--- src/hw/memCtrl_defines.svh ---
`ifndef MEMCTRL_DEFINES_SVH
`define MEMCTRL_DEFINES_SVH

// byte address into the shared RAM
`define MEM_ADDR_W 32

// instruction and data word
`define WORD_W 32

// the RAM is one byte wide
`define BYTE_W 8

// an instruction always takes four RAM reads
`define FETCH_BYTES 4

// holds a count of 1, 2 or 4
`define LEN_W 3

// lane of a byte inside a word
`define BYTE_IDX_W 2

`endif

--- src/hw/memCtrl_pkg.sv ---
`default_nettype none

package memCtrl_pkg;

    `include "memCtrl_defines.svh"

    // byte address
    typedef logic [`MEM_ADDR_W-1:0] addrT;

    // instruction or data word
    typedef logic [`WORD_W-1:0] wordT;

    // one RAM byte
    typedef logic [`BYTE_W-1:0] byteT;

    // number of bytes in a job
    typedef logic [`LEN_W-1:0] lenT;

    // lane 0 of a word holds the lowest address
    typedef logic [`BYTE_IDX_W-1:0] byteIdxT;

    // kind of job held by the arbiter
    typedef enum logic [1:0] {
        opFetch = 2'd0,
        opLoad  = 2'd1,
        opStore = 2'd2
    } memOpE;

endpackage

`default_nettype wire

--- src/hw/memByteSequencer.sv ---
`default_nettype none

`include "memCtrl_defines.svh"

module memByteSequencer (
    input  logic                 clk,
    input  logic                 rst,
    input  logic                 i_rdy,

    input  logic                 i_jobValid,
    input  memCtrl_pkg::memOpE   i_jobOp,
    input  memCtrl_pkg::addrT    i_jobAddr,
    input  memCtrl_pkg::lenT     i_jobLen,
    input  memCtrl_pkg::wordT    i_jobWdata,

    output memCtrl_pkg::addrT    o_memAddr,
    output logic                 o_memWrite,
    output memCtrl_pkg::byteT    o_memWdata,

    output logic                 o_tagValid,
    output memCtrl_pkg::byteIdxT o_tagIdx,
    output logic                 o_tagLast
);

    import memCtrl_pkg::*;

    lenT     issueCnt;
    byteIdxT issueIdx;
    logic    moreBytes;
    logic    issue;
    logic    lastByte;

    // bytes already issued for the current job
    assign issueIdx  = issueCnt[`BYTE_IDX_W-1:0];
    assign moreBytes = issueCnt != i_jobLen;
    assign lastByte  = issueCnt == (i_jobLen - lenT'(1));

    // one byte per cycle while the bus is ready
    assign issue = i_jobValid && i_rdy && moreBytes;

    always_ff @(posedge clk) begin
        if (rst) begin
            issueCnt <= '0;
        end else if (!i_jobValid) begin
            issueCnt <= '0;
        end else if (issue) begin
            issueCnt <= issueCnt + lenT'(1);
        end
    end

    // RAM port walks upward from the job address
    assign o_memAddr  = i_jobAddr + addrT'(issueCnt);
    assign o_memWdata = i_jobWdata[issueIdx*`BYTE_W +: `BYTE_W];
    assign o_memWrite = issue && (i_jobOp == opStore);

    // tag lines up with the read data one cycle later
    always_ff @(posedge clk) begin
        if (rst) begin
            o_tagValid <= 1'b0;
            o_tagLast  <= 1'b0;
        end else begin
            o_tagValid <= issue;
            o_tagLast  <= issue && lastByte;
        end
    end

    always_ff @(posedge clk) begin
        if (issue) begin
            o_tagIdx <= issueIdx;
        end
    end

endmodule

`default_nettype wire

--- src/hw/memCtrl.sv ---
`default_nettype none

module memCtrl (
    input  logic                 clk,
    input  logic                 rst,
    input  logic                 i_rdy,

    input  logic                 i_fetchEn,
    input  memCtrl_pkg::addrT    i_fetchAddr,
    output logic                 o_fetchDone,
    output memCtrl_pkg::wordT    o_fetchInst,

    input  logic                 i_dataEn,
    input  logic                 i_dataStore,
    input  memCtrl_pkg::lenT     i_dataLen,
    input  memCtrl_pkg::addrT    i_dataAddr,
    input  memCtrl_pkg::wordT    i_dataWdata,
    output logic                 o_dataDone,
    output memCtrl_pkg::wordT    o_dataRdata,

    output memCtrl_pkg::addrT    o_memAddr,
    output logic                 o_memWrite,
    output memCtrl_pkg::byteT    o_memWdata,
    input  memCtrl_pkg::byteT    i_memRdata
);

    import memCtrl_pkg::*;

    // latched job
    logic    jobValid;
    memOpE   jobOp;
    addrT    jobAddr;
    lenT     jobLen;
    wordT    jobWdata;
    logic    jobDone;

    // read tags from the sequencer
    logic    tagValid;
    byteIdxT tagIdx;
    logic    tagLast;

    memRequestArbiter i_memRequestArbiter (
        .clk         (clk),
        .rst         (rst),
        .i_fetchEn   (i_fetchEn),
        .i_fetchAddr (i_fetchAddr),
        .i_dataEn    (i_dataEn),
        .i_dataStore (i_dataStore),
        .i_dataLen   (i_dataLen),
        .i_dataAddr  (i_dataAddr),
        .i_dataWdata (i_dataWdata),
        .i_jobDone   (jobDone),
        .o_jobValid  (jobValid),
        .o_jobOp     (jobOp),
        .o_jobAddr   (jobAddr),
        .o_jobLen    (jobLen),
        .o_jobWdata  (jobWdata)
    );

    memByteSequencer i_memByteSequencer (
        .clk        (clk),
        .rst        (rst),
        .i_rdy      (i_rdy),
        .i_jobValid (jobValid),
        .i_jobOp    (jobOp),
        .i_jobAddr  (jobAddr),
        .i_jobLen   (jobLen),
        .i_jobWdata (jobWdata),
        .o_memAddr  (o_memAddr),
        .o_memWrite (o_memWrite),
        .o_memWdata (o_memWdata),
        .o_tagValid (tagValid),
        .o_tagIdx   (tagIdx),
        .o_tagLast  (tagLast)
    );

    memWordAssembler i_memWordAssembler (
        .clk         (clk),
        .rst         (rst),
        .i_jobOp     (jobOp),
        .i_tagValid  (tagValid),
        .i_tagIdx    (tagIdx),
        .i_tagLast   (tagLast),
        .i_memRdata  (i_memRdata),
        .o_fetchDone (o_fetchDone),
        .o_fetchInst (o_fetchInst),
        .o_dataDone  (o_dataDone),
        .o_dataRdata (o_dataRdata),
        .o_jobDone   (jobDone)
    );

endmodule

`default_nettype wire

--- src/hw/memRequestArbiter.sv ---
`default_nettype none

`include "memCtrl_defines.svh"

module memRequestArbiter (
    input  logic                 clk,
    input  logic                 rst,

    input  logic                 i_fetchEn,
    input  memCtrl_pkg::addrT    i_fetchAddr,

    input  logic                 i_dataEn,
    input  logic                 i_dataStore,
    input  memCtrl_pkg::lenT     i_dataLen,
    input  memCtrl_pkg::addrT    i_dataAddr,
    input  memCtrl_pkg::wordT    i_dataWdata,

    input  logic                 i_jobDone,

    output logic                 o_jobValid,
    output memCtrl_pkg::memOpE   o_jobOp,
    output memCtrl_pkg::addrT    o_jobAddr,
    output memCtrl_pkg::lenT     o_jobLen,
    output memCtrl_pkg::wordT    o_jobWdata
);

    import memCtrl_pkg::*;

    logic  jobValid;
    logic  reqPending;
    memOpE reqOp;
    addrT  reqAddr;
    lenT   reqLen;
    wordT  reqWdata;

    assign reqPending = i_dataEn || i_fetchEn;

    // data port has priority over fetch
    always_comb begin
        if (i_dataEn) begin
            reqOp    = i_dataStore ? opStore : opLoad;
            reqAddr  = i_dataAddr;
            reqLen   = i_dataLen;
            reqWdata = i_dataWdata;
        end else begin
            reqOp    = opFetch;
            reqAddr  = i_fetchAddr;
            reqLen   = lenT'(`FETCH_BYTES);
            reqWdata = '0;
        end
    end

    // job stays valid through the done cycle
    always_ff @(posedge clk) begin
        if (rst) begin
            jobValid <= 1'b0;
        end else if (jobValid) begin
            if (i_jobDone) begin
                jobValid <= 1'b0;
            end
        end else if (reqPending) begin
            jobValid <= 1'b1;
        end
    end

    // job fields only load while idle
    always_ff @(posedge clk) begin
        if (!jobValid && reqPending) begin
            o_jobOp    <= reqOp;
            o_jobAddr  <= reqAddr;
            o_jobLen   <= reqLen;
            o_jobWdata <= reqWdata;
        end
    end

    assign o_jobValid = jobValid;

endmodule

`default_nettype wire

--- src/hw/memWordAssembler.sv ---
`default_nettype none

`include "memCtrl_defines.svh"

module memWordAssembler (
    input  logic                 clk,
    input  logic                 rst,

    input  memCtrl_pkg::memOpE   i_jobOp,

    input  logic                 i_tagValid,
    input  memCtrl_pkg::byteIdxT i_tagIdx,
    input  logic                 i_tagLast,

    input  memCtrl_pkg::byteT    i_memRdata,

    output logic                 o_fetchDone,
    output memCtrl_pkg::wordT    o_fetchInst,
    output logic                 o_dataDone,
    output memCtrl_pkg::wordT    o_dataRdata,
    output logic                 o_jobDone
);

    import memCtrl_pkg::*;

    wordT asmWord;
    wordT nextWord;
    logic fetchDone;
    logic dataDone;

    // lane 0 starts a fresh word so short loads come back zero-extended
    always_comb begin
        nextWord = (i_tagIdx == '0) ? '0 : asmWord;
        nextWord[i_tagIdx*`BYTE_W +: `BYTE_W] = i_memRdata;
    end

    always_ff @(posedge clk) begin
        if (i_tagValid) begin
            asmWord <= nextWord;
        end
    end

    // done follows the last tag by one cycle
    always_ff @(posedge clk) begin
        if (rst) begin
            fetchDone <= 1'b0;
            dataDone  <= 1'b0;
        end else begin
            fetchDone <= i_tagValid && i_tagLast && (i_jobOp == opFetch);
            dataDone  <= i_tagValid && i_tagLast && (i_jobOp != opFetch);
        end
    end

    assign o_fetchDone = fetchDone;
    assign o_dataDone  = dataDone;
    assign o_jobDone   = fetchDone || dataDone;

    // word is complete by the time either strobe rises
    assign o_fetchInst = asmWord;
    assign o_dataRdata = asmWord;

endmodule

`default_nettype wire

--- config.mk ---
export PLATFORM = sky130hd
export DESIGN_NAME = memCtrl
export DESIGN_NICKNAME = d
export VERILOG_FILES = /design/src/hw/memCtrl_pkg.sv /design/src/hw/memByteSequencer.sv /design/src/hw/memCtrl.sv /design/src/hw/memRequestArbiter.sv /design/src/hw/memWordAssembler.sv
export VERILOG_INCLUDE_DIRS = /design/src /design/src/hw
export SDC_FILE = /design/constraint.sdc
export NUM_CORES = 1
export LEC_CHECK = 0
export BUFFER_PORTS_ARGS = -buffer_cell sky130_fd_sc_hd__buf_4
export CAP_MARGIN = 20
export CORE_MARGIN = 2
export CORE_UTILIZATION = 37
export DETAILED_ROUTE_END_ITERATION = 8
export PLACE_DENSITY = 0.7
export SYNTH_ARGS = -nofsm -noshare
export SYNTH_HDL_FRONTEND = slang
export SYNTH_SLANG_ARGS = --single-unit
--- constraint.sdc ---
create_clock -name clk -period 6.9 [get_ports clk]
set_clock_uncertainty 0.15 [all_clocks]
set_input_delay 2.07 -clock clk [delete_from_list [all_inputs] [get_ports clk]]
set_output_delay 2.07 -clock clk [all_outputs]
set_load 0.05 [all_outputs]
==> impl_metrics.env, run 1 <==
export IMPL_grt_max_degree=71
export IMPL_path_class="flip-flop to output pin"
export IMPL_drcViolationCount=0
export IMPL_synth_edff_count=103
export IMPL_hold_path_class="flip-flop to flip-flop"
export IMPL_core_um2=14600
export IMPL_overflow=0
export IMPL_io_pins=220
export IMPL_firstDrtPassIters=4
export IMPL_status="complete, no violations"
export IMPL_post_cts_buffers=0
export IMPL_numPortBuffers=219
export IMPL_root_buffer="clkbuf_16"
export IMPL_critPathLaunchType="flip-flop"
export IMPL_synth_area_per_cell_um2=13.6
export IMPL_postRouteAntennaNets=0
export IMPL_clkLatencyLatePin_ns=0.33
export IMPL_setup_violations_final=0
export IMPL_hpwlAfterDp_um=9460
export IMPL_clock_sinks=111
export IMPL_via_per_inst=4.75
export IMPL_worst_pin_slew_ns=0.973
export IMPL_leakage_nw=3.01
export IMPL_finalMaxSlewViolations=0
export IMPL_synth_area_leaders="edfxtp_1 56%, and2_1 7.9%, mux2_2 6.5%"
export IMPL_p_sw_share_pct=25.9
export IMPL_synthTopCellsByCount="103 x edfxtp_1, 70 x and2_1, 32 x buf_4, 32 x mux2_2, 23 x xor2_1"
export IMPL_path_cells="ha_1, fa_1, a21oi_1, or3_1, nor4_1, xor2_1, buf_4"
export IMPL_hold_viol_final=0
export IMPL_cts_resized_gates=0
export IMPL_die_w_um=126
export IMPL_grt_antenna_before_repair=0
export IMPL_dp_slack_ns=1.78
export IMPL_syn_instance_count=409
export IMPL_initial_utilization_pct=38.0
export IMPL_async_flop_share_pct=0
export IMPL_final_cells=784
export IMPL_clk_path_buf_depth=2
export IMPL_crit_family="simple AND/OR/NAND/NOR gates"
export IMPL_synthMostInstantiatedCell="edfxtp_1"
export IMPL_maxCapViolCount=0
export IMPL_p_seq_share_pct=50.7
export IMPL_crit_required_ns=4.68
export IMPL_powerDensity_nw_per_um2=216
export IMPL_syn_nets=533
export IMPL_worst_path_largest_cell_delay_ns=0.82
export IMPL_clk_pin_slew_ns=0.07
export IMPL_grt_pass1_vias=3722
export IMPL_pwr_share_comb_pct=18.2
export IMPL_syn_cell_area_um2=5550
export IMPL_finalWorstSetupSlack_ns=1.49
export IMPL_fillers=1298
export IMPL_num_rows=44
export IMPL_fin_total_pwr_mw=1.60
export IMPL_finalInstanceArea_um2=7410
export IMPL_switchingPower_uw=416
export IMPL_synth_top_area_cell="edfxtp_1"
export IMPL_die_area_um2=16000
export IMPL_synth_top_area_share_pct=55.8
export IMPL_irDropWorstVdd_mv=0.0940
export IMPL_cp_buffers_inverters=1
export IMPL_dieHeight_um=126
export IMPL_end_kind="output pin"
export IMPL_cp_arrival_ns=3.19
export IMPL_ys_ff_latch=111
export IMPL_whs_ns=0.319
export IMPL_slowest_stage="dfxtp_1"
export IMPL_dpl_cell_area_um2=7140
export IMPL_drt_initial_drc_count=156
export IMPL_wl_um=12000
export IMPL_fin_crit_ns=5.41
export IMPL_h_tree_depth=3
export IMPL_place_inst=768
export IMPL_wire_per_inst_um=15.3
export IMPL_post_route_util_pct=50.8
export IMPL_gp_congestion=0.796
export IMPL_synth_seq_area_share_pct=58.7
export IMPL_numCtsBuffers=9
export IMPL_routed_via_count=3721
export IMPL_syn2layout_area_growth_pct=33.7
export IMPL_synth_distinct_cells=37
export IMPL_fmax_mhz=185
export IMPL_nets=719
export IMPL_max_slew_margin_pct=34.2
export IMPL_diodes=0
export IMPL_intPower_mw=1.19
export IMPL_rsz0062_at_grt="no"
export IMPL_fin_crit_sh_pct=78.4
export IMPL_grt_use_total_pct=14.9
export IMPL_drive_gt1_share_pct=46.3
export IMPL_cts_tree="yes"
export IMPL_worstPathMaxFanout=13
export IMPL_grt_pass1_wl_um=18700
export IMPL_postCtsHoldBufs=0
export IMPL_power_share_clock_pct=31.0
export IMPL_ys_flop_type="edfxtp_1"
export IMPL_fin_setup_tns_ns=0
export IMPL_yosysWarnings=0
## worst paths after layout
kind              slack (ns)                           start  cells past startpoint                                  to
setup / recovery        1.49  i_memByteSequencer.issueCnt[0]                      7                       o_memAddr[30]
hold / removal          0.32  i_memRequestArbiter.o_jobOp[1]                      1      i_memWordAssembler.o_fetchDone
setup reg to reg        4.55  i_memByteSequencer.o_tagIdx[0]                      4  i_memWordAssembler.o_dataRdata[25]
hold reg to reg         0.32  i_memRequestArbiter.o_jobOp[1]                      1      i_memWordAssembler.o_fetchDone
## layout by cell type (no fill, tap or decap), drive strengths merged
master and count:
xnor2 13, a211oi 1, nand2 9, or3 2
ha 10, nor4bb 1, clkbuf 15, and2 70
fa 1, nor2 15, inv 12, and3 1
a21oi 4, nor4b 1, edfxtp 103, xor2 23
nand4 8, o21ai 1, or4 1, o311ai 1
nor4 8, nand2b 1, and4 3, nor3b 3
mux2i 1, bufinv 1, mux2 32, buf 220
mux4 8, o21a 1, nor3 7, a211o 1
dfxtp 8, nor2b 4, nand3 10
## worst reg2reg max path: stages, from the launching register on
cell      delay (ns)
edfxtp_1        0.46
inv_1           0.14
ha_1            0.38
nor4b_1         0.86
and2_1          0.24
## power by group through the flow
stage	registers (mW)	clock network (mW)	logic, mW
finish	0.813	0.498	0.292
global route	0.819	0.540	0.310
CTS	0.814	0.513	0.296
detailed placement	0.829	0	0.296
global placement	0.826	0	0.292
floorplan	0.832	0	0.175
## cell type report
type / instances / area (µm²) / area share (%)
multi-input combinational: 241 / 1960 / 26.4
inverter: 12 / 45.0 / 0.607
clock inverter: 1 / 30.0 / 0.405
clock buffer: 15 / 248 / 3.34
timing repair buffer: 220 / 1650 / 22.3
tap: 184 / 230 / 3.10
sequential: 111 / 3250 / 43.9
## kinds of logic (layout without fill, tap and decap cells)
kind of cell	Yosys count	in the layout	synth area share, %
AOI/OAI and AO/OA	9	9	1.17
xor gates and xnor gates	36	36	5.68
adders and majority gates	11	11	2.62
buffers and inverters	57	248	6.20
DFF	111	111	58.7
muxes	41	41	9.93
and+or+nand+nor	144	144	15.7
## metal layers
metal | share of wire [%] | track usage, % | up-vias
li1 | - | - | 1802
met1 | 39 | 17.6 | 1740
met2 | 51 | 26.5 | 164
met3 | 7.5 | 3.29 | 15
met4 | 2.3 | 6.08 | 0
met5 | 0 | 0 | -
## registers in the layout, indices dropped and copies added (netlist names)
register,flops
i_memRequestArbiter.o_jobAddr,32
i_memRequestArbiter.o_jobWdata,32
i_memWordAssembler.o_dataRdata,32
i_memByteSequencer.issueCnt,3
i_memRequestArbiter.o_jobLen,3
i_memByteSequencer.o_tagIdx,2
i_memRequestArbiter.o_jobOp,2
i_memByteSequencer.o_tagLast,1
i_memByteSequencer.o_tagValid,1
i_memRequestArbiter.o_jobValid,1
i_memWordAssembler.o_dataDone,1
i_memWordAssembler.o_fetchDone,1
Power figures use the tool's default switching activity.
==> run 2, diff against run 1 <==
- PLACE_DENSITY: 0.7 -> 0.72
- clock period: 6.9 -> 4.95 ns (I/O delays scaled with it)
==> impl_metrics.env, run 2 (synthesis results as in run 1) <==
export IMPL_die_area_um2=16000
export IMPL_post_cts_buffers=0
export IMPL_routed_via_count=3750
export IMPL_cts_resized_gates=0
export IMPL_dieHeight_um=126
export IMPL_worst_pin_slew_ns=0.879
export IMPL_hpwlAfterDp_um=9760
export IMPL_initial_utilization_pct=38.0
export IMPL_numPortBuffers=219
export IMPL_crit_required_ns=3.31
export IMPL_postCtsHoldBufs=0
export IMPL_h_tree_depth=3
export IMPL_io_pins=220
export IMPL_diodes=0
export IMPL_status="complete, no violations"
export IMPL_numCtsBuffers=9
export IMPL_grt_use_total_pct=15.5
export IMPL_drive_gt1_share_pct=47.4
export IMPL_irDropWorstVdd_mv=0.140
export IMPL_clk_path_buf_depth=2
export IMPL_drt_initial_drc_count=99
export IMPL_rsz0062_at_grt="no"
export IMPL_seqCellArea_um2=3250
export IMPL_clock_sinks=111
export IMPL_firstDrtPassIters=4
export IMPL_clkLatencyLatePin_ns=0.35
export IMPL_fin_setup_tns_ns=0
export IMPL_path_class="flip-flop to output pin"
export IMPL_reg2reg_setup_slack_ns=2.73
export IMPL_cp_arrival_ns=2.71
export IMPL_post_route_util_pct=51.2
export IMPL_nets=723
export IMPL_wl_um=12600
export IMPL_gp_congestion=0.804
export IMPL_place_inst=771
export IMPL_holdPathStages=1
export IMPL_num_rows=44
export IMPL_core_um2=14600
export IMPL_grt_pass1_wl_um=19000
export IMPL_die_w_um=126
export IMPL_worstPathMaxFanout=8
export IMPL_final_cell_mix="223 x buf_4, 103 x edfxtp_1, 70 x and2_1, 32 x mux2_2, 23 x xor2_1"
export IMPL_finalMaxSlewViolations=0
export IMPL_max_slew_margin_pct=40.6
export IMPL_powerDensity_nw_per_um2=305
export IMPL_leakage_nw=3.04
export IMPL_syn2layout_area_growth_pct=34.6
export IMPL_cts_tree="yes"
export IMPL_fin_crit_ns=4.34
export IMPL_layout_commonest_cell="buf_4"
export IMPL_grt_max_degree=70
export IMPL_worstRegToRegCells=4
export IMPL_fin_crit_sh_pct=87.7
export IMPL_overflow=0
export IMPL_multi_input_area_um2=1960
export IMPL_drcViolationCount=0
export IMPL_final_cells=788
export IMPL_fmax_mhz=230
export IMPL_maxCapViolCount=0
export IMPL_wire_per_inst_um=15.9
export IMPL_grt_antenna_before_repair=0
export IMPL_critPathLaunchType="flip-flop"
export IMPL_setup_violations_final=0
export IMPL_via_per_inst=4.76
export IMPL_clk_pin_slew_ns=0.07
export IMPL_end_kind="output pin"
export IMPL_grt_pass1_vias=3828
export IMPL_hold_path_class="flip-flop to flip-flop"
export IMPL_hold_viol_final=0
export IMPL_fillers=1297
export IMPL_fin_total_pwr_mw=2.27
export IMPL_postRouteAntennaNets=0
export IMPL_root_buffer="clkbuf_16"
==> run 2: final timing paths <==
check / startpoint / endpoint
worst max-delay path: i_memRequestArbiter.o_jobAddr[2] / o_memAddr[28]
worst max register to register: i_memByteSequencer.o_tagIdx[0] / i_memWordAssembler.o_dataRdata[20]
worst min-delay path: i_memRequestArbiter.o_jobOp[1] / i_memWordAssembler.o_fetchDone
worst min register to register: i_memRequestArbiter.o_jobOp[1] / i_memWordAssembler.o_fetchDone
==> run 2: through the flow <==
stage | hold slack (ns) | setup slack [ns] | area [µm²]
final | 0.326 | 0.608 | 7470
after global routing | 0.338 | 0.487 | 7470
after CTS | 0.321 | 0.617 | 7460
after detailed placement | 0.312 | 1.01 | 7160
after global placement | 0.289 | 1.05 | 7160
after floorplan | 0.281 | 0.453 | 5550
==> run 2: cell type report <==
cell class,count,area share (%)
Clock buffer,13,3.49
Clock inverter,3,0.570
Inverter,12,0.603
Multi-Input combinational cell,241,26.2
Sequential cell,111,43.6
Tap cell,184,3.08
Timing Repair Buffer,224,22.5
==> run 2: power by group <==
group	switching (mW)	total (mW)	leakage, nW	internal (mW)
registers	0.0357	1.13	1.05	1.10
logic	0.247	0.412	1.84	0.165
clock network	0.310	0.730	0.146	0.420
==> run 2: metal layers <==
layer	wire length [µm]	share of wire (%)	track usage (%)	vias to the layer above
li1	-	-	-	1808
met1	4760	38	16.8	1748
met2	6290	50	27.2	165
met3	1010	8.1	4.43	29
met4	495	3.9	8.27	0
met5	0	0	0	-
==> run 2: critical path, cell delays in order (launching register included) <==
cell and delay (ns):
edfxtp_1 0.37, ha_1 0.36, a21oi_1 0.14, or3_1 0.57, nor4_2 0.44, xor2_1 0.23, buf_4 0.24
==> run 3, diff against run 2 <==
- CAP_MARGIN: 20 -> 0
- CORE_UTILIZATION: 37 -> 44
- PLACE_DENSITY: 0.72 -> 0.82
- RECOVER_POWER: not set -> 100
==> impl_metrics.env, run 3 (synthesis results as in run 1) <==
export IMPL_layout_commonest_cell="buf_4"
export IMPL_grt_pass1_vias=3683
export IMPL_crit_required_ns=3.31
export IMPL_clk_path_buf_depth=2
export IMPL_hold_viol_final=0
export IMPL_fin_total_pwr_mw=2.34
export IMPL_status="finished, violations left"
export IMPL_overflow=0
export IMPL_numCtsBuffers=9
export IMPL_rsz0062_at_grt="no"
export IMPL_clk_pin_slew_ns=0.07
export IMPL_cp_arrival_ns=2.94
export IMPL_critPathLaunchType="flip-flop"
export IMPL_finalWorstSetupSlack_ns=0.375
export IMPL_diodes=0
export IMPL_num_rows=41
export IMPL_final_cells=775
export IMPL_p_sw_share_pct=25.5
export IMPL_rr_startpoint="i_memRequestArbiter.o_jobValid"
export IMPL_irDropWorstVdd_mv=0.152
export IMPL_wire_per_inst_um=15.5
export IMPL_grt_pass1_wl_um=17700
export IMPL_postRouteAntennaNets=0
export IMPL_switchingPower_uw=597
export IMPL_syn2layout_area_growth_pct=27.3
export IMPL_min_from="i_memRequestArbiter.o_jobOp[1]"
export IMPL_numPortBuffers=219
export IMPL_drive_gt1_share_pct=29.0
export IMPL_clock_sinks=111
export IMPL_max_slew_margin_pct=-8.93
export IMPL_fmax_mhz=219
export IMPL_worstPathMaxFanout=15
export IMPL_power_share_clock_pct=35.4
export IMPL_violations="max-capacitance violations, max-slew violations"
export IMPL_setup_violations_final=0
export IMPL_dp_slack_ns=1.01
export IMPL_via_per_inst=4.78
export IMPL_path_class="flip-flop to output pin"
export IMPL_post_cts_buffers=0
export IMPL_fin_crit_ns=4.57
export IMPL_grt_antenna_before_repair=0
export IMPL_die_w_um=116
export IMPL_firstDrtPassIters=4
export IMPL_wl_um=12000
export IMPL_fin_crit_sh_pct=92.4
export IMPL_dieHeight_um=116
export IMPL_powerDensity_nw_per_um2=331
export IMPL_grt_max_degree=71
export IMPL_cp_startpoint="i_memByteSequencer.issueCnt[1]"
export IMPL_postCtsHoldBufs=0
export IMPL_worstRegToRegCells=2
export IMPL_initial_utilization_pct=44.5
export IMPL_min_to="i_memWordAssembler.o_fetchDone"
export IMPL_fin_setup_tns_ns=0
export IMPL_drt_initial_drc_count=218
export IMPL_h_tree_depth=3
export IMPL_hold_path_class="flip-flop to flip-flop"
export IMPL_nets=722
export IMPL_root_buffer="clkbuf_16"
export IMPL_final_cell_mix="118 x buf_4, 104 x clkbuf_1, 103 x edfxtp_1, 46 x and2_0, 30 x mux2_2"
export IMPL_grt_use_total_pct=17.3
export IMPL_clkLatencyLatePin_ns=0.34
export IMPL_cts_resized_gates=0
export IMPL_rr_endpoint="i_memRequestArbiter.o_jobAddr[21]"
export IMPL_worst_pin_slew_ns=1.63
export IMPL_maxCapViolCount=1
export IMPL_finalMaxSlewViolations=22
export IMPL_routed_via_count=3708
export IMPL_reg2reg_setup_slack_ns=2.07
export IMPL_cts_tree="yes"
export IMPL_io_pins=220
export IMPL_hpwlAfterDp_um=9350
export IMPL_place_inst=759
export IMPL_drcViolationCount=0
export IMPL_holdPathStages=1
export IMPL_leakage_nw=2.65
export IMPL_p_seq_share_pct=48.4
export IMPL_die_area_um2=13500
export IMPL_pwr_share_comb_pct=16.2
export IMPL_gp_congestion=0.769
export IMPL_core_um2=12500
export IMPL_intPower_mw=1.74
export IMPL_end_kind="output pin"
[run 3: cell types whose count changed in the layout (fill, tap and decap cells not counted), sizes merged]
cell / delta
clkbuf: +102
bufinv: +2
clkinvlp: -1
buf: -105
inv: +1
[run 3: worst max path at each step]
stage                                to  slack [ns]
after floorplan              o_memWrite        0.45
after global placement       o_memWrite        1.06
after detailed placement  o_memAddr[30]        1.01
after CTS                 o_memAddr[30]        0.63
after global routing      o_memAddr[30]        0.27
final                     o_memAddr[30]        0.38
[run 3: power groups by stage]
stage / Sequential [mW] / Combinational (mW) / Clock, mW
4_1_cts: 1.13 / 0.415 / 0.844
6_report: 1.13 / 0.378 / 0.828
2_1_floorplan: 1.16 / 0.245 / 0
3_3_place_gp: 1.15 / 0.407 / 0
3_5_place_dp: 1.15 / 0.413 / 0
5_1_grt: 1.14 / 0.400 / 0.878
[run 3: worst max-delay path: stages (launching register included)]
cell      delay (ns)
dfxtp_1         0.31
buf_4           0.22
fa_1            0.25
a21oi_1         0.14
or3_1           0.57
nor4_1          0.43
xor2_1          0.20
clkbuf_1        0.48
[run 3: layout make-up]
cell class                 instances  area [µm²]
multi-input combinational        241        1920
sequential                       111        3250
inverter                          12        45.0
timing repair buffer             223        1280
tap                              172         215
clock buffer                      11         243
clock inverter                     5         104
fill                            1096        5410
[run 3: per-stage QoR]
stage               area [µm²]  hold slack (ns)  util, %
detailed placement        7140            0.311     57.3
global route              7060            0.352     56.6
CTS                       7490            0.322     60.1
global placement          7140            0.299     57.3
floorplan                 5550            0.281        -
finish                    7060            0.318     56.6
[run 3: metal layers]
| metal | part of all wire, % | wire length, µm | vias up | global-route usage, % |
|---|---|---|---|---|
| met5 | 0 | 0 | - | 0 |
| met1 | 37 | 4460 | 1722 | 18.3 |
| met2 | 53 | 6380 | 157 | 33.2 |
| met4 | 2.4 | 284 | 0 | 7.70 |
| met3 | 7.6 | 911 | 16 | 3.48 |
| li1 | - | - | 1813 | - |
